## src/csr_types_pkg.sv

```systemverilog
/* shared types for the CSR execution unit: operation encodings and the structs
   passed from issue to the register slots and on to writeback */
package csr_types_pkg;

	// architectural register width of the RV64 core
	localparam int XLEN = 64;

	// rename bits appended to the 5-bit architectural register index
	localparam int RNBIT = 2;

	// CSR operation as decoded by the front end
	// zero is left unused so an idle bus never looks like a write
	typedef enum logic [1:0] {
		csr_fn_rw = 2'd1,
		csr_fn_rs = 2'd2,
		csr_fn_rc = 2'd3
	} csr_fn_e;

	// physical destination tag, architectural index plus rename bits
	typedef logic [5+RNBIT-1:0] rd_tag_t;

	// instruction as delivered by the issue queue
	// op is the rs1 value or the zero-extended immediate, already selected upstream
	typedef struct packed {
		csr_fn_e fn;
		rd_tag_t rd0;
		logic [XLEN-1:0] op;
		logic [11:0] addr;
	} csr_exeparam_t;

	// write request broadcast to every register slot
	// en already folds in flush and the op-zero rule for rs and rc,
	// so a slot only needs to check its own address
	typedef struct packed {
		logic en;
		csr_fn_e fn;
		logic [XLEN-1:0] op;
		logic [11:0] addr;
	} csr_wr_req_t;

	// read request handed to writeback
	// fire means an instruction was accepted this cycle and will produce a result
	// rd_en is low when the old value is not wanted (rw to x0)
	typedef struct packed {
		logic fire;
		logic rd_en;
		logic [11:0] addr;
		rd_tag_t rd0;
	} csr_rd_req_t;

	// registered result returned to the rename and commit logic
	typedef struct packed {
		rd_tag_t rd0;
		logic [XLEN-1:0] res;
	} csr_result_t;

endpackage
```

## src/csr_map_pkg.sv

```systemverilog
/* machine CSR address map, the per-slot masks and reset values of the writable
   registers, and the fixed values of the read-only information registers */
package csr_map_pkg;

	// machine trap setup
	localparam logic [11:0] CSR_MSTATUS = 12'h300;
	localparam logic [11:0] CSR_MISA = 12'h301;
	localparam logic [11:0] CSR_MIE = 12'h304;
	localparam logic [11:0] CSR_MTVEC = 12'h305;

	// machine trap handling
	localparam logic [11:0] CSR_MEPC = 12'h341;
	localparam logic [11:0] CSR_MCAUSE = 12'h342;
	localparam logic [11:0] CSR_MTVAL = 12'h343;
	localparam logic [11:0] CSR_MIP = 12'h344;

	// machine information registers, all read-only
	localparam logic [11:0] CSR_MVENDORID = 12'hF11;
	localparam logic [11:0] CSR_MARCHID = 12'hF12;
	localparam logic [11:0] CSR_MIMPID = 12'hF13;
	localparam logic [11:0] CSR_MHARTID = 12'hF14;

	// number of writable registers, each one a csr_reg_slot instance
	localparam int NUM_SLOTS = 7;

	// slot order is mstatus, mie, mtvec, mepc, mcause, mtval, mip
	localparam logic [11:0] SLOT_ADDR [NUM_SLOTS] = '{
		CSR_MSTATUS, CSR_MIE, CSR_MTVEC, CSR_MEPC, CSR_MCAUSE, CSR_MTVAL, CSR_MIP
	};

	// writable bits per slot, a cleared bit keeps its current value on every write
	// mstatus exposes MIE (3), MPIE (7) and MPP (12:11)
	// mie exposes the machine software, timer and external enables
	// mtvec bit 1 is reserved in the mode field, mepc bit 0 is always zero
	// mip lets software touch only MSIP and MTIP, MEIP comes from the interrupt controller
	localparam logic [csr_types_pkg::XLEN-1:0] SLOT_WMASK [NUM_SLOTS] = '{
		64'h0000_0000_0000_1888,
		64'h0000_0000_0000_0888,
		64'hFFFF_FFFF_FFFF_FFFD,
		64'hFFFF_FFFF_FFFF_FFFE,
		64'hFFFF_FFFF_FFFF_FFFF,
		64'hFFFF_FFFF_FFFF_FFFF,
		64'h0000_0000_0000_0088
	};

	// values loaded by reset, mstatus starts with MPP set to machine mode
	localparam logic [csr_types_pkg::XLEN-1:0] SLOT_RESET [NUM_SLOTS] = '{
		64'h0000_0000_0000_1800,
		64'h0000_0000_0000_0000,
		64'h0000_0000_0000_0000,
		64'h0000_0000_0000_0000,
		64'h0000_0000_0000_0000,
		64'h0000_0000_0000_0000,
		64'h0000_0000_0000_0000
	};

	// misa reports MXL = 2 (64-bit) and only the base integer extension, bit 8
	localparam logic [csr_types_pkg::XLEN-1:0] MISA_VALUE = 64'h8000_0000_0000_0100;

	// no architecture or implementation id is registered for this core
	localparam logic [csr_types_pkg::XLEN-1:0] MARCHID_VALUE = '0;
	localparam logic [csr_types_pkg::XLEN-1:0] MIMPID_VALUE = '0;

endpackage

```

## src/csr_unit.sv

```systemverilog
/* top of the machine-mode CSR execution unit: decoder, one slot per writable CSR
   built from the map tables, and the writeback register with one cycle of latency */
`timescale 1ns/100ps

module csr_unit #(
	parameter logic [csr_types_pkg::XLEN-1:0] HART_ID = '0,
	parameter logic [31:0] VENDOR_ID = 32'h0
) (
	input logic CLK,
	input logic reset,
	input logic be_flush,

	input logic csr_exeparam_valid,
	input csr_types_pkg::csr_exeparam_t csr_exeparam,

	output logic csr_writeback_valid,
	output csr_types_pkg::csr_result_t csr_result
);

	import csr_types_pkg::*;
	import csr_map_pkg::*;

	// request broadcast from decode to every slot
	csr_wr_req_t wr_req;

	// request from decode to writeback
	csr_rd_req_t rd_req;

	// per-slot read values, zero for every slot that is not addressed
	logic [XLEN-1:0] slot_rd_data [NUM_SLOTS];

	csr_issue_decode decode_i (
		.be_flush(be_flush),
		.csr_exeparam_valid(csr_exeparam_valid),
		.csr_exeparam(csr_exeparam),
		.wr_req(wr_req),
		.rd_req(rd_req)
	);

	// one slot per writable register, address, mask and reset value
	// come from the same index of the map tables
	for (genvar i = 0; i < NUM_SLOTS; i++) begin : g_slot
		csr_reg_slot #(
			.SLOT_ADDR_P(SLOT_ADDR[i]),
			.WMASK(SLOT_WMASK[i]),
			.RESET_VAL(SLOT_RESET[i])
		) slot_i (
			.CLK(CLK),
			.reset(reset),
			.wr_req(wr_req),
			.rd_data(slot_rd_data[i])
		);
	end

	// hart and vendor ids are fixed per instance of the core
	csr_writeback #(
		.HART_ID(HART_ID),
		.VENDOR_ID(VENDOR_ID)
	) writeback_i (
		.CLK(CLK),
		.reset(reset),
		.rd_req(rd_req),
		.rd_data(slot_rd_data),
		.csr_writeback_valid(csr_writeback_valid),
		.csr_result(csr_result)
	);

endmodule

```

## src/csr_writeback.sv

```systemverilog
/* result stage of the CSR unit: merges slot reads with the read-only information
   registers and registers the value, the destination tag and the valid pulse */
`timescale 1ns/100ps

module csr_writeback #(
	parameter logic [csr_types_pkg::XLEN-1:0] HART_ID = '0,
	parameter logic [31:0] VENDOR_ID = 32'h0
) (
	input logic CLK,
	input logic reset,
	input csr_types_pkg::csr_rd_req_t rd_req,
	input logic [csr_types_pkg::XLEN-1:0] rd_data [csr_map_pkg::NUM_SLOTS],

	output logic csr_writeback_valid,
	output csr_types_pkg::csr_result_t csr_result
);

	import csr_types_pkg::*;
	import csr_map_pkg::*;

	// OR of all slot outputs, at most one slot is addressed at a time
	logic [XLEN-1:0] slot_val;

	// value of the read-only register at rd_req.addr, zero if there is none
	logic [XLEN-1:0] ro_val;

	// value to be registered, zero when the read is suppressed
	logic [XLEN-1:0] res_dnxt;

	always_comb begin
		slot_val = '0;
		for (int i = 0; i < NUM_SLOTS; i++) begin
			slot_val = slot_val | rd_data[i];
		end
	end

	// mvendorid is 32 bits wide in the spec and reads zero-extended on RV64
	always_comb begin
		case (rd_req.addr)
			CSR_MVENDORID: ro_val = {{(XLEN-32){1'b0}}, VENDOR_ID};
			CSR_MARCHID: ro_val = MARCHID_VALUE;
			CSR_MIMPID: ro_val = MIMPID_VALUE;
			CSR_MHARTID: ro_val = HART_ID;
			CSR_MISA: ro_val = MISA_VALUE;
			default: ro_val = '0;
		endcase
	end

	// slot and read-only addresses never overlap, so a plain OR merges them
	// an unknown address matches neither and reads zero
	assign res_dnxt = rd_req.rd_en ? (slot_val | ro_val) : '0;

	// valid follows fire by exactly one clock
	// a later flush does not reach this register, so an accepted result is delivered
	always_ff @(posedge CLK) begin
		if (reset) begin
			csr_writeback_valid <= 1'b0;
		end else begin
			csr_writeback_valid <= rd_req.fire;
		end
	end

	// result and tag load only with an accepted instruction
	// between results the last one is held
	always_ff @(posedge CLK) begin
		if (reset) begin
			csr_result <= '0;
		end else if (rd_req.fire) begin
			csr_result.rd0 <= rd_req.rd0;
			csr_result.res <= res_dnxt;
		end
	end

endmodule

```

## src/csr_reg_slot.sv

```systemverilog
/* one writable machine CSR: applies rw, rs or rc under its write mask when
   addressed, and drives its current value only while its address is selected */
`timescale 1ns/100ps

module csr_reg_slot #(
	parameter logic [11:0] SLOT_ADDR_P = 12'h000,
	parameter logic [csr_types_pkg::XLEN-1:0] WMASK = '1,
	parameter logic [csr_types_pkg::XLEN-1:0] RESET_VAL = '0
) (
	input logic CLK,
	input logic reset,
	input csr_types_pkg::csr_wr_req_t wr_req,

	output logic [csr_types_pkg::XLEN-1:0] rd_data
);

	import csr_types_pkg::*;

	// the architectural register itself
	logic [XLEN-1:0] csr_q;

	// value the operation would produce before masking
	logic [XLEN-1:0] csr_update;

	// masked next value, unwritable bits come from csr_q
	logic [XLEN-1:0] csr_dnxt;

	// this slot is the one addressed on the shared request bus
	logic hit;

	assign hit = (wr_req.addr == SLOT_ADDR_P);

	// rw replaces, rs sets the bits of op, rc clears them
	always_comb begin
		case (wr_req.fn)
			csr_fn_rw: csr_update = wr_req.op;
			csr_fn_rs: csr_update = csr_q | wr_req.op;
			csr_fn_rc: csr_update = csr_q & ~wr_req.op;
			default: csr_update = csr_q;
		endcase
	end

	assign csr_dnxt = (csr_update & WMASK) | (csr_q & ~WMASK);

	// en already carries fire and the op-zero rule from decode
	always_ff @(posedge CLK) begin
		if (reset) begin
			csr_q <= RESET_VAL;
		end else if (wr_req.en & hit) begin
			csr_q <= csr_dnxt;
		end
	end

	// zero when not addressed, so writeback can OR all slots together
	// the value read is the one before this cycle's write
	assign rd_data = hit ? csr_q : '0;

endmodule

```

## src/csr_issue_decode.sv

```systemverilog
/* combinational front of the CSR unit: splits the execute parameter, applies flush
   and the read and write suppression rules, and forms the slot and writeback requests */
`timescale 1ns/100ps

module csr_issue_decode (
	input logic be_flush,
	input logic csr_exeparam_valid,
	input csr_types_pkg::csr_exeparam_t csr_exeparam,

	output csr_types_pkg::csr_wr_req_t wr_req,
	output csr_types_pkg::csr_rd_req_t rd_req
);

	import csr_types_pkg::*;

	// fields of the incoming instruction
	csr_fn_e fn;
	rd_tag_t rd0;
	logic [XLEN-1:0] op;
	logic [11:0] addr;

	// accepted this cycle and not discarded by the back end
	logic fire;

	// rw into x0 is a pure write, the old value is never needed
	logic dont_read;

	// rs or rc with a zero operand is a pure read and must not touch the register
	logic dont_write;

	// the operation class is needed for the write rule only
	logic is_set_clear;

	assign fn = csr_exeparam.fn;
	assign rd0 = csr_exeparam.rd0;
	assign op = csr_exeparam.op;
	assign addr = csr_exeparam.addr;

	// a flush in the same cycle kills the instruction outright
	// anything already registered in writeback is left alone
	assign fire = csr_exeparam_valid & ~be_flush;

	assign is_set_clear = (fn == csr_fn_rs) | (fn == csr_fn_rc);

	assign dont_read = (fn == csr_fn_rw) & (rd0 == '0);

	assign dont_write = is_set_clear & (op == '0);

	// write request goes to all slots at once
	// each slot decides on its own address whether it is the target
	always_comb begin
		wr_req.en = fire & ~dont_write;
		wr_req.fn = fn;
		wr_req.op = op;
		wr_req.addr = addr;
	end

	// read request to writeback
	// the slots put their value on rd_data from the same address,
	// so writeback sees the value from before this cycle's write
	always_comb begin
		rd_req.fire = fire;
		rd_req.rd_en = fire & ~dont_read;
		rd_req.addr = addr;
		rd_req.rd0 = rd0;
	end

	// illegal encodings and writes to read-only or unknown addresses
	// raise no exception here, they simply find no slot that matches

endmodule

```

## config.mk

```make
export PLATFORM = sky130hd
export DESIGN_NAME = csr_unit
export DESIGN_NICKNAME = d
export VERILOG_FILES = /design/src/csr_types_pkg.sv /design/src/csr_map_pkg.sv /design/src/csr_unit.sv /design/src/csr_writeback.sv /design/src/csr_reg_slot.sv /design/src/csr_issue_decode.sv
export SDC_FILE = /design/constraint.sdc
export NUM_CORES = 1
export LEC_CHECK = 0
export BUFFER_PORTS_ARGS = -buffer_cell sky130_fd_sc_hd__buf_2
export CORE_AREA = 2 2 210 212
export CTS_CLUSTER_SIZE = 10
export DETAILED_ROUTE_END_ITERATION = 16
export DIE_AREA = 0 0 212 214
export MAX_ROUTING_LAYER = met4
export SYNTH_ARGS = -nofsm -noshare
export SYNTH_HDL_FRONTEND = slang
export SYNTH_SLANG_ARGS = --single-unit
```

## constraint.sdc

```tcl
create_clock -name CLK -period 2.44 [get_ports CLK]
set_input_delay 0.244 -clock CLK [delete_from_list [all_inputs] [get_ports CLK]]
set_output_delay 0.244 -clock CLK [all_outputs]
set_load 0.005 [all_outputs]
```

# ---- Yosys cells after proc, flatten, opt, wreduce, memory -nomap -nowiden
# Cells that the tools add are included.
dict set report op_classes {
  n_eq_ne 11
  n_mux 16
  n_bitwise 43
  n_reduce_logical 5
}
# op n
set op_table {}
lappend op_table {{one-hot mux 64 bit (3 select lines)} 4}
lappend op_table {{bitwise OR 64 bit} 11}
lappend op_table {{2-to-1 mux 64 bit} 9}
lappend op_table {{bitwise AND 64 bit} 4}
lappend op_table {{equality test 12 x 10 -> 1 bit (second input constant)} 8}
lappend op_table {{zero test 64 bit} 1}
lappend op_table {{inverter 64 bit} 1}
lappend op_table {{bitwise OR 12 x 64 -> 64 bit} 1}
lappend op_table {{bitwise OR 13 x 64 -> 64 bit} 1}
lappend op_table {{bitwise OR 64 x 1 -> 64 bit} 1}
lappend op_table {{bitwise OR 64 x 2 -> 64 bit} 1}
lappend op_table {{bitwise OR 8 x 64 -> 64 bit} 1}
lappend op_table {{one-hot mux 13 bit (3 select lines)} 1}
lappend op_table {{one-hot mux 12 bit (3 select lines)} 1}
lappend op_table {{one-hot mux 8 bit (3 select lines)} 1}
lappend op_table {{bitwise AND 13 bit} 1}
lappend op_table {{bitwise OR 13 bit} 1}
lappend op_table {{bitwise AND 1 bit} 12}
lappend op_table {{bitwise AND 12 bit} 1}
lappend op_table {{bitwise OR 12 bit} 1}
lappend op_table {{bitwise AND 8 bit} 1}
lappend op_table {{bitwise OR 8 bit} 1}
lappend op_table {{zero test 7 bit} 1}
lappend op_table {{equality test 2 bit (second input constant)} 2}
lappend op_table {{other kinds (5)} 8}
dict set report word_totals {
  regBits 520
  in_bits 89
  output_inout_bits 72
  word_cells 85
}

# ---- Longest topological paths before layout
# Gate-level depths: netlist of the first run.
dict set report depth {
  ltp_word 10
  mapped_depth 8
  mapped_depth_nobuf 4
}

# ---- Hierarchy
# Synthesis of the first run repeated with hierarchy kept, for this count alone.
dict set report hier_totals {
  hier_cells 2487
  area_unflattened_um2 21465.6
}
# module instances cells_each area_per_inst_um2 seq_area_each_um2
set by_module_without_submodules {}
lappend by_module_without_submodules {csr_writeback 1 374 4169.0 1441.4}
lappend by_module_without_submodules {{csr_reg_slot at g_slot[5].slot_i} 1 432 3577.2 1281.2}
lappend by_module_without_submodules {{csr_reg_slot at g_slot[4].slot_i} 1 432 3573.4 1281.2}
lappend by_module_without_submodules {{csr_reg_slot at g_slot[2].slot_i} 1 428 3544.6 1261.2}
lappend by_module_without_submodules {{csr_reg_slot at g_slot[3].slot_i} 1 428 3543.4 1261.2}
lappend by_module_without_submodules {csr_issue_decode 1 127 920.9 0.0}
lappend by_module_without_submodules {{csr_reg_slot at g_slot[0].slot_i} 1 94 760.7 80.1}
lappend by_module_without_submodules {{csr_reg_slot at g_slot[1].slot_i} 1 89 709.4 60.1}
lappend by_module_without_submodules {{csr_reg_slot at g_slot[6].slot_i} 1 83 666.9 40.0}

# ---- Worst setup path before layout of the first run
# Ideal clock, no wire load.
dict set report synth_timing {
  kind {input-to-reg}
  startpoint {input csr_exeparam[3] in the netlist's numbering}
  endpoint {register writeback_i.csr_result[62] (netlist name)}
  setup_ns 0.070
  arrival_ns 1.798
  required_time_ns 2.370
  setup_slack_ns 0.572
  path_stages 6
  path_buffers 2
  path_cell_list {or4_1 -> buf_2 -> nor4_4 -> buf_6 -> a32oi_1 -> o21ai_1}
}
dict set report synth_via {
  elab_chain_cells 10
  elab_cells_between_ends 22
  classes_between {eq/ne (7); mux (8); bitwise (7)}
}
# item line_no
set synth_lines {}
lappend synth_lines {{from (decl)} csr_unit.sv:14} ;# input csr_types_pkg::csr_exeparam_t csr_exeparam,
lappend synth_lines {{equality test 12 x 10 -> 1 bit} csr_reg_slot.sv:31} ;# assign hit = (wr_req.addr == SLOT_ADDR_P);
lappend synth_lines {{2-to-1 mux 64 bit} csr_reg_slot.sv:56} ;# assign rd_data = hit ? csr_q : '0;
lappend synth_lines {{bitwise OR 64 bit (5 in a row)} csr_writeback.sv:33} ;# slot_val = slot_val | rd_data[i];
lappend synth_lines {{bitwise OR 64 bit (*)} csr_writeback.sv:33}
lappend synth_lines {{bitwise OR 64 bit (*)} csr_writeback.sv:51} ;# assign res_dnxt = rd_req.rd_en ? (slot_val | ro_val) : '0;
lappend synth_lines {{2-to-1 mux 64 bit (*)} csr_writeback.sv:51}
# Every way passes the cells marked *; elsewhere a longest branch is shown, timed or not.
# A chain may end at the register's enable or synchronous reset.

# ---- Worst setup path in the final report of the first run
dict set report layout_timing {
  startpoint {input csr_exeparam[80] in the netlist's numbering}
  endpoint {register writeback_i.csr_result[24] (netlist name)}
}
dict set report layout_via {
  elab_chain_cells 5
}
# item line_no
set layout_lines {}
lappend layout_lines {{zero test 7 bit} csr_issue_decode.sv:45} ;# assign dont_read = (fn == csr_fn_rw) & (rd0 == '0);
lappend layout_lines {{bitwise AND 1 bit} csr_issue_decode.sv:45}
lappend layout_lines {{inverter 1 bit} csr_issue_decode.sv:63} ;# rd_req.rd_en = fire & ~dont_read;
lappend layout_lines {{bitwise AND 1 bit} csr_issue_decode.sv:63}
lappend layout_lines {{2-to-1 mux 64 bit} csr_writeback.sv:51}
# No other way between the ends.

==> impl_metrics.py, run 1 <==
metrics = {
    "outcome": {
        "status": "complete, no violations",
    },
    "detailed_routing": {
        "antenna_left": 0,
        "drt-initial-drc-count": 1644,
        "drt_first_pass_iters": 5,
        "post_drt_wl_per_cell_um": 21.98,
        "drc": 0,
        "vias": 14924,
        "avgViaCountPerCell": 6.025,
        "wirelength_mm": 54.43,
    },
    "setup_path": {
        "crit_path_cell_trace": "dlygate4sd3_1 > buf_2 > nor4b_1 > buf_4 > a31oi_4 > buf_4 > a32oi_1 > o21ai_1",
        "crit_start": "csr_exeparam[80]",
        "cp.depth": 8,
        "cp-endpoint": "writeback_i.csr_result[24]$_SDFFE_PP0P_",
        "cp-end-kind": "register",
        "slowest_stage": "dlygate4sd3_1",
        "timing.rr.start": "g_slot[0].slot_i.csr_q[3]$_SDFFE_PP0P_",
        "critical_path_class": "in2reg",
        "r2r_slack_ps": 1000,
        "cp_max_fo": 32,
        "worst_ep_arrival_time_ps": 2370,
        "r2r_end": "writeback_i.csr_result[3]$_SDFFE_PP0P_",
        "worst_r2r_path_depth": 4,
        "critical_path.max_stage_delay_ps": 540,
        "startpoint_type": "input pin",
        "cp_top_family": "buffers and inverters",
        "crit_top_cell": "buf_4",
        "required_ps": 2850,
        "worst-path-buf-inv": 4,
    },
    "yosys": {
        "synth_common_cells": "dfxtp_1, nand3_1, o21ai_0, a21oi_1, clkbuf_1",
        "synth.largest_area_cell": "dfxtp_1",
        "synthCells": 1797,
        "mappedNetlistNets": 1886,
        "yosysTopAreaCellShare_pct": 45.15,
        "synth_area_leaders": "dfxtp_1, nand3_1, o21ai_0",
        "syn-cell-area_mm2": 0.01485,
        "synth_seq_cells": 335,
        "yosysMostFrequentCell": "dfxtp_1",
        "synth_flop_cell": "dfxtp_1",
        "syn_area_per_cell_um2": 8.265,
        "synth-async-reset-ratio_pct": 0,
        "ys_warn_count": 0,
        "ys_seq_area_share_pct": 45.15,
        "synth_cell_types": 45,
        "synth_edf_count": 0,
    },
    "timing": {
        "finClkSkew_ps": 7.791,
        "max_freq_mhz": 510.1,
        "finalCritPeriodShare_pct": 80.34,
        "report.final.hold_viol_count": 0,
        "relSlewSlack_pct": 33.02,
        "grt_setup_unrepaired": "no",
        "finalSetupTns_ps": 0,
        "max_slew.worst_pin.slew_ps": 1005,
        "setup_ws_ps": 479.7,
        "slew_viol_final": 0,
        "min_period_ps": 1960,
        "holdWs_ps": 15.81,
        "setup_viol": 0,
    },
    "clock_tree": {
        "cts-root-buf": "clkbuf_16",
        "holdBufCountCts": 20,
        "clockBufferDepth": 3,
        "cts.clk_slew.worst_paths_ps": 60,
        "cts_setup_buffers": 0,
        "clock-sinks": 335,
        "htree_levels": 2,
        "cts_tree": "done",
        "cts-resized-gates": 0,
        "clock_latency_ps": 530,
        "cts_buffers": 40,
    },
    "grt": {
        "grt_util_met3_pct": 4.515,
        "grt_util_met2_pct": 37.73,
        "grt_pass1_wl_mm": 84.50,
        "antenna_found_initial": 2,
        "busiest_layer": "met2",
        "grt_pass1_vias": 14486,
        "grt_start_max_net_pins": 153,
        "grt_overflow": 0,
        "global_route.usage.met1_pct": 31.51,
        "grt_usage_pct": 24.11,
    },
    "worst_hold_path": {
        "hold_depth": 3,
        "min_path_type": "in2reg",
    },
    "power": {
        "ir_worst_vdd_uv": 416.8,
        "p_leak_nw": 5.763,
        "power_density_mw_per_mm2": 654.4,
    },
    "placed_design": {
        "place_ws_ps": 285.6,
        "place_inst": 2405,
        "dpl.hpwl_mm": 30.09,
        "portBuffers": 160,
        "place.gp.congestion": 0.7895,
    },
    "final_layout": {
        "final_cells": 2477,
        "area_growth_pct": 18.45,
        "nets": 1971,
        "drive_gt1_share_pct": 17.78,
    },
    "run": {
        "max_cap_viol_count": 0,
    },
    "die": {
        "core-area_mm2": 0.04289,
        "io_pins": 161,
        "start_util_pct": 34.63,
        "die_w_um": 212,
        "dieArea_mm2": 0.04537,
        "dieHeight_um": 214,
        "rows": 76,
    },
}
[worst min-delay path, delay by kind of cell]
kind | cells | cell delay, ps
AOI/OAI and AO/OA | 1 | 50
and+or+nand+nor | 1 | 70
buffers and inverters | 1 | 130
[routing by layer]
layer / routed length [µm] / up-vias
met5: 0 / -
met4: 1249 / 0
met2: 25610 / 669
met3: 4390 / 108
met1: 23190 / 7314
li1: - / 6833
[placed cells by master (no fill, tap or decap), types with 4 or more instances in the layout]
cell,synthesis,layout
dlygate4sd3_1,0,20
o21ai_1,43,43
buf_2,39,158
mux2_2,60,60
or3b_2,4,4
nor3_1,6,5
nor2b_1,5,4
a21oi_1,270,270
clkbuf_1,137,5
a211oi_1,4,4
a22oi_1,57,57
clkbuf_16,0,41
buf_12,0,20
nand4_1,10,10
dfxtp_1,335,335
nand2_1,22,21
nor2_1,10,7
mux2i_1,5,5
buf_4,0,34
nand2b_1,65,65
o21ai_0,279,279
nand3_1,329,329
a32oi_1,59,59
[worst min-delay path by stage]
stage                                              endpoint                                    start  slack (ps)
floorplan           g_slot[0].slot_i.csr_q[11]$_SDFFE_PP1P_                         csr_exeparam[23]         380
global route        g_slot[5].slot_i.csr_q[35]$_SDFFE_PP0P_                         csr_exeparam[47]          20
CTS                 g_slot[4].slot_i.csr_q[29]$_SDFFE_PP0P_                         csr_exeparam[41]        0.06
finish               g_slot[4].slot_i.csr_q[6]$_SDFFE_PP0P_                         csr_exeparam[18]          20
global placement    writeback_i.csr_result[65]$_SDFFE_PP0P_  writeback_i.csr_result[65]$_SDFFE_PP0P_         440
detailed placement  writeback_i.csr_result[11]$_SDFFE_PP0P_  writeback_i.csr_result[11]$_SDFFE_PP0P_         450
[logic make-up (layout without fill, tap and decap cells)]
family	Yosys count	in the layout	share of synthesized area, %
AOI/OAI and AO/OA	731	731	27.56
xor gates and xnor gates	1	1	0.05898
buffers and inverters	193	286	5.459
DFF	335	335	45.15
muxes	65	65	4.886
other	0	2	0
and+or+nand+nor	472	472	16.88
[final cells by class]
type	count	area, µm²
Antenna cell	2	5.005
Clock buffer	48	1072
Clock inverter	2	10.01
Fill cell	4303	25290
Inverter	3	11.26
Multi-Input combinational cell	1269	7396
Sequential cell	335	6706
Tap cell	585	732.0
Timing Repair Buffer	233	1660
[power by group]
part / total, W / internal [W] / switching (W)
logic: 0.000756 / 0.000217 / 0.000538
registers: 0.00548 / 0.00548 / 0.00000505
clock network: 0.00527 / 0.00305 / 0.00223
[per-stage QoR]
step / instance area, µm² / utilization (%) / total power [W]
6_report: 17590 / 41.02 / 0.01151
5_1_grt: 17590 / 41.02 / 0.01190
4_1_cts: 17590 / 41.01 / 0.01158
3_5_place_dp: 16310 / 38.02 / 0.006315
3_3_place_gp: 16310 / 38.02 / 0.006307
2_1_floorplan: 14850 / - / 0.005976
[flip-flops by register name, summed over array words and instances (netlist names)]
register,count
g_slot.slot_i.csr_q,263
writeback_i.csr_writeback_valid,1
writeback_i.csr_result,71
(Power assumes the default switching activity.)
==> inputs of run 2 (changes only) <==
==> constraint.sdc (replaced) <==
create_clock -name CLK -period 2.04 [get_ports CLK]
set_input_delay 0.204 -clock CLK [delete_from_list [all_inputs] [get_ports CLK]]
set_output_delay 0.204 -clock CLK [all_outputs]
set_load 0.005 [all_outputs]
==> impl_metrics.py, run 2 (synthesis results as in run 1) <==
metrics = {
    "timing": {
        "report.final.hold_viol_count": 0,
        "setup_viol": 0,
        "finalCritPeriodShare_pct": 84.96,
        "min_period_ps": 1733,
        "max_freq_mhz": 577.0,
        "slew_viol_final": 0,
        "max_slew.worst_pin.slew_ps": 772.4,
        "finClkSkew_ps": 17.31,
        "relSlewSlack_pct": 48.51,
        "grt_setup_unrepaired": "no",
    },
    "die": {
        "rows": 76,
        "die_w_um": 212,
        "core-area_mm2": 0.04289,
        "start_util_pct": 34.63,
        "io_pins": 161,
        "dieHeight_um": 214,
        "dieArea_mm2": 0.04537,
    },
    "detailed_routing": {
        "vias": 15201,
        "avgViaCountPerCell": 5.982,
        "antenna_left": 0,
        "drt-initial-drc-count": 1538,
        "drt_first_pass_iters": 7,
        "wirelength_mm": 54.57,
        "drc": 0,
        "post_drt_wl_per_cell_um": 21.48,
    },
    "clock_tree": {
        "holdBufCountCts": 70,
        "clock_latency_ps": 550,
        "cts_tree": "done",
        "cts.clk_slew.worst_paths_ps": 50,
        "cts_setup_buffers": 0,
        "htree_levels": 2,
        "cts-resized-gates": 0,
        "cts-root-buf": "clkbuf_16",
        "clock-sinks": 335,
        "cts_buffers": 41,
        "clockBufferDepth": 3,
    },
    "power": {
        "comb_power_share_pct": 7.1,
        "intPower_w": 0.01075,
        "sequentialPowerShare_pct": 46.3,
        "p_clk_share_pct": 46.6,
        "p_leak_nw": 6.132,
        "ir_worst_vdd_uv": 650.2,
        "swShare_pct": 24.08,
        "power_density_mw_per_mm2": 767.6,
        "power.switching_w": 0.003409,
    },
    "setup_path": {
        "startpoint_type": "input pin",
        "r2r_slack_ps": 670,
        "worst_ep_arrival_time_ps": 2140,
        "cp_max_fo": 29,
        "cp-end-kind": "register",
        "critical_path_class": "in2reg",
        "r2r_end": "writeback_i.csr_result[3]$_SDFFE_PP0P_",
        "required_ps": 2450,
        "timing.rr.start": "g_slot[0].slot_i.csr_q[3]$_SDFFE_PP0P_",
        "worst_r2r_path_depth": 4,
        "crit_start": "csr_exeparam[80]",
        "cp-endpoint": "writeback_i.csr_result[10]$_SDFFE_PP0P_",
    },
    "placed_design": {
        "place_inst": 2416,
        "portBuffers": 160,
        "place.gp.congestion": 0.7887,
        "dpl.hpwl_mm": 31.11,
    },
    "grt": {
        "grt_pass1_vias": 14781,
        "grt_start_max_net_pins": 138,
        "antenna_found_initial": 2,
        "grt_overflow": 0,
        "grt_pass1_wl_mm": 84.75,
        "grt_usage_pct": 24.09,
    },
    "final_layout": {
        "final_util_pct": 43.00,
        "final_common_cell": "dfxtp_1",
        "fill_cells": 4258,
        "final_cell_mix": "dfxtp_1, nand3_1, o21ai_0, a21oi_1, buf_2",
        "area_growth_pct": 24.14,
        "nets": 2033,
        "final_cells": 2541,
        "top_register": "g_slot.slot_i.csr_q",
        "reg_top3": "g_slot.slot_i.csr_q x263, writeback_i.csr_result x71, writeback_i.csr_writeback_valid x1",
        "drive_gt1_share_pct": 18.07,
        "largest_reg_flops": 263,
    },
    "worst_hold_path": {
        "hold_depth": 3,
        "hold_start": "reset",
        "min_path_type": "in2reg",
    },
    "run": {
        "max_cap_viol_count": 0,
    },
    "outcome": {
        "status": "complete, no violations",
    },
}
-- run 2: changes by cell type in the layout (fill, tap and decap cells not counted), sizes merged --
cell and change:
dlygate4sd3 +50, buf +11, inv +2, clkinv +1
-- run 2: critical path, stage by stage --
cell and delay, ps:
dlygate4sd3_1 530, buf_2 140, nor4b_1 310, buf_4 180
a31oi_4 120, buf_4 290, a32oi_1 230, o21ai_0 110
-- run 2: layer usage --
layer  wire (µm)  GRT usage [%]
met5           0              -
met4        1255          7.183
met3        4327          3.958
met2       25900          38.67
met1       23100          31.04
-- run 2: final cells by class --
cell class	count	area, µm²	area share [%]
diodes	2	5.005	0.02714
clock buffers	48	1125	6.100
clock inverters	5	32.53	0.1764
inverters	3	11.26	0.06107
multi-input cells	1269	7396	40.11
flip-flops and latches	335	6706	36.37
well taps	585	732.0	3.970
repair buffers	294	2431	13.18
-- run 2: worst min-delay path by stage --
stage                                                       to  slack (ps)
floorplan              g_slot[0].slot_i.csr_q[11]$_SDFFE_PP1P_         340
CTS                 writeback_i.csr_writeback_valid$_SDFF_PP0_           3
global placement       writeback_i.csr_result[66]$_SDFFE_PP0P_         440
global route        writeback_i.csr_writeback_valid$_SDFF_PP0_          10
detailed placement     writeback_i.csr_result[64]$_SDFFE_PP0P_         450
finish              writeback_i.csr_writeback_valid$_SDFF_PP0_          10
-- run 2: power groups by stage --
stage	combinational, W	clock (W)	sequential [W]
5_1_grt	0.00107	0.00696	0.00656
3_5_place_dp	0.000874	0	0.00670
6_report	0.00100	0.00659	0.00656
4_1_cts	0.000990	0.00670	0.00656
2_1_floorplan	0.000446	0	0.00670
3_3_place_gp	0.000863	0	0.00670
-- run 2: per-stage QoR --
stage	cell area, µm²	setup slack [ps]	hold WS [ps]	TNS (ps)	power [W]
after detailed placement	16580	-5.567	446.6	-5.567	0.007575
after CTS	18430	318.3	3.181	0	0.01425
after floorplan	14850	212.3	335.2	0	0.007147
after global routing	18440	201.6	13.34	0	0.01458
after global placement	16580	65.74	442.9	0	0.007565
final	18440	306.8	14.61	0	0.01415
==> inputs of run 3 (changes only) <==
==> constraint.sdc (replaced) <==
create_clock -name CLK -period 1.8 [get_ports CLK]
set_input_delay 0.18 -clock CLK [delete_from_list [all_inputs] [get_ports CLK]]
set_output_delay 0.18 -clock CLK [all_outputs]
set_load 0.005 [all_outputs]
==> impl_metrics.py, run 3 (synthesis results as in run 1) <==
metrics = {
    "placed_design": {
        "place.gp.congestion": 0.8206,
        "portBuffers": 160,
        "dpl.hpwl_mm": 32.79,
        "post_dp_cell_area_mm2": 0.01682,
    },
    "timing": {
        "setup_viol": 0,
        "finalSetupTns_ps": 0,
        "min_period_ps": 1761,
        "finalCritPeriodShare_pct": 97.83,
        "max_freq_mhz": 567.9,
        "slew_viol_final": 0,
        "relSlewSlack_pct": 54.62,
        "holdWs_ps": 14.91,
        "max_slew.worst_pin.slew_ps": 680.7,
        "report.final.hold_viol_count": 0,
        "finClkSkew_ps": 7.441,
    },
    "worst_hold_path": {
        "whs_endpoint": "writeback_i.csr_writeback_valid$_SDFF_PP0_",
        "hold_depth": 3,
        "min_path_type": "in2reg",
        "hold_start": "be_flush",
    },
    "setup_path": {
        "r2r_end": "writeback_i.csr_result[7]$_SDFFE_PP0P_",
        "worst_ep_arrival_time_ps": 2230,
        "cp-end-kind": "register",
        "startpoint_type": "input pin",
        "worst_r2r_path_depth": 4,
        "required_ps": 2270,
        "r2r_slack_ps": 330,
        "cp_max_fo": 31,
        "critical_path_class": "in2reg",
        "timing.rr.start": "g_slot[0].slot_i.csr_q[7]$_SDFFE_PP0P_",
    },
    "grt": {
        "global_route.usage.met1_pct": 32.20,
        "grt_usage_pct": 24.49,
        "grt_pass1_wl_mm": 86.35,
        "busiest_layer": "met2",
        "antenna_found_initial": 1,
        "grt_util_met2_pct": 39.54,
        "grt_start_max_net_pins": 136,
        "grt_util_met3_pct": 3.313,
        "grt_overflow": 0,
        "grt_pass1_vias": 15030,
    },
    "detailed_routing": {
        "antenna_left": 0,
        "vias": 15236,
        "drt_first_pass_iters": 7,
        "drt-initial-drc-count": 1718,
        "wirelength_mm": 55.65,
        "post_drt_wl_per_cell_um": 21.68,
        "drc": 0,
        "avgViaCountPerCell": 5.935,
    },
    "power": {
        "power.total_w": 0.01594,
        "swShare_pct": 24.23,
        "power_density_mw_per_mm2": 851.8,
        "intPower_w": 0.01208,
        "power.switching_w": 0.003863,
        "p_leak_nw": 6.250,
        "p_clk_share_pct": 45.9,
        "comb_power_share_pct": 7.5,
        "ir_worst_vdd_uv": 605.6,
        "sequentialPowerShare_pct": 46.6,
    },
    "clock_tree": {
        "htree_levels": 2,
        "clockBufferDepth": 3,
        "clock_latency_ps": 540,
        "cts_tree": "done",
        "cts-root-buf": "clkbuf_16",
        "clock-sinks": 335,
        "cts.clk_slew.worst_paths_ps": 60,
        "cts_buffers": 40,
    },
    "final_layout": {
        "fill_cells": 4147,
        "regArea_mm2": 0.006706,
        "final_cell_mix": "dfxtp_1, nand3_1, o21ai_0, a21oi_1, buf_2",
        "area_growth_pct": 25.99,
        "nets": 2056,
        "multiInputGateArea_mm2": 0.007406,
        "top_register": "g_slot.slot_i.csr_q",
        "final_util_pct": 43.63,
        "fin_area_mm2": 0.01871,
        "drive_gt1_share_pct": 18.64,
        "reg_top3": "g_slot.slot_i.csr_q x263, writeback_i.csr_result x71, writeback_i.csr_writeback_valid x1",
        "largest_reg_flops": 263,
        "final_common_cell": "dfxtp_1",
    },
    "die": {
        "die_w_um": 212,
        "core-area_mm2": 0.04289,
        "start_util_pct": 34.63,
        "io_pins": 161,
        "rows": 76,
        "dieHeight_um": 214,
        "dieArea_mm2": 0.04537,
    },
    "outcome": {
        "status": "complete, no violations",
    },
    "run": {
        "max_cap_viol_count": 0,
    },
}
## run 3: final cells by class
class / count / share of cell area (%)
multi-input combinational: 1269 / 39.58
sequential: 335 / 35.84
timing repair buffer: 318 / 14.58
clock buffer: 53 / 5.891
tap: 585 / 3.911
clock inverter: 2 / 0.1137
inverter: 3 / 0.06018
antenna: 2 / 0.02675
## run 3: how the worst max path moves through the flow
stage                     from                                       to  slack (ps)  cells after the start
6_report                 reset   writeback_i.csr_result[2]$_SDFFE_PP0P_          40                      8
3_5_place_dp   csr_exeparam[3]  writeback_i.csr_result[40]$_SDFFE_PP0P_        -100                      8
5_1_grt                  reset   writeback_i.csr_result[5]$_SDFFE_PP0P_         -20                      8
3_3_place_gp   csr_exeparam[3]  writeback_i.csr_result[46]$_SDFFE_PP0P_         -70                      8
4_1_cts                  reset   writeback_i.csr_result[2]$_SDFFE_PP0P_           7                      7
2_1_floorplan  csr_exeparam[3]  writeback_i.csr_result[53]$_SDFFE_PP0P_          80                      7
## run 3: worst max-delay path: stages
cell and delay (ps):
dlygate4sd3_1 570, clkbuf_8 150, or3b_2 480, a31oi_4 190, buf_12 150, nand2_2 100, buf_12 190, o21ai_1 170
## run 3: power by group through the flow
| stage | Combinational, W | Clock [W] | Sequential, W |
|---|---|---|---|
| 3_3_place_gp | 0.00101 | 0 | 0.00759 |
| 3_5_place_dp | 0.00103 | 0 | 0.00760 |
| 5_1_grt | 0.00127 | 0.00769 | 0.00743 |
| 4_1_cts | 0.00116 | 0.00741 | 0.00743 |
| 2_1_floorplan | 0.000506 | 0 | 0.00759 |
| 6_report | 0.00119 | 0.00731 | 0.00743 |
## run 3: metal layers
| layer | up-vias | share of wire [%] |
|---|---|---|
| met5 | - | 0 |
| met4 | 0 | 1.9 |
| met3 | 99 | 8.0 |
| met2 | 711 | 47 |
| met1 | 7416 | 43 |
| li1 | 7010 | - |
## run 3: through the flow
stage,cells,worst slack (ps)
after detailed placement,2436,-103.1
final,2567,38.97
after floorplan,1797,79.54
after CTS,2564,7.480
after global routing,2566,-20.67
after global placement,2436,-65.86
## run 3: timing repair
item | in CTS | in global routing
setup buffers | 0 | 1
hold buffers | 73 | 0
endpoints found under the setup margin | 0 | 46
gates resized for setup | 0 | 4
endpoints found under the hold margin | 263 | 0
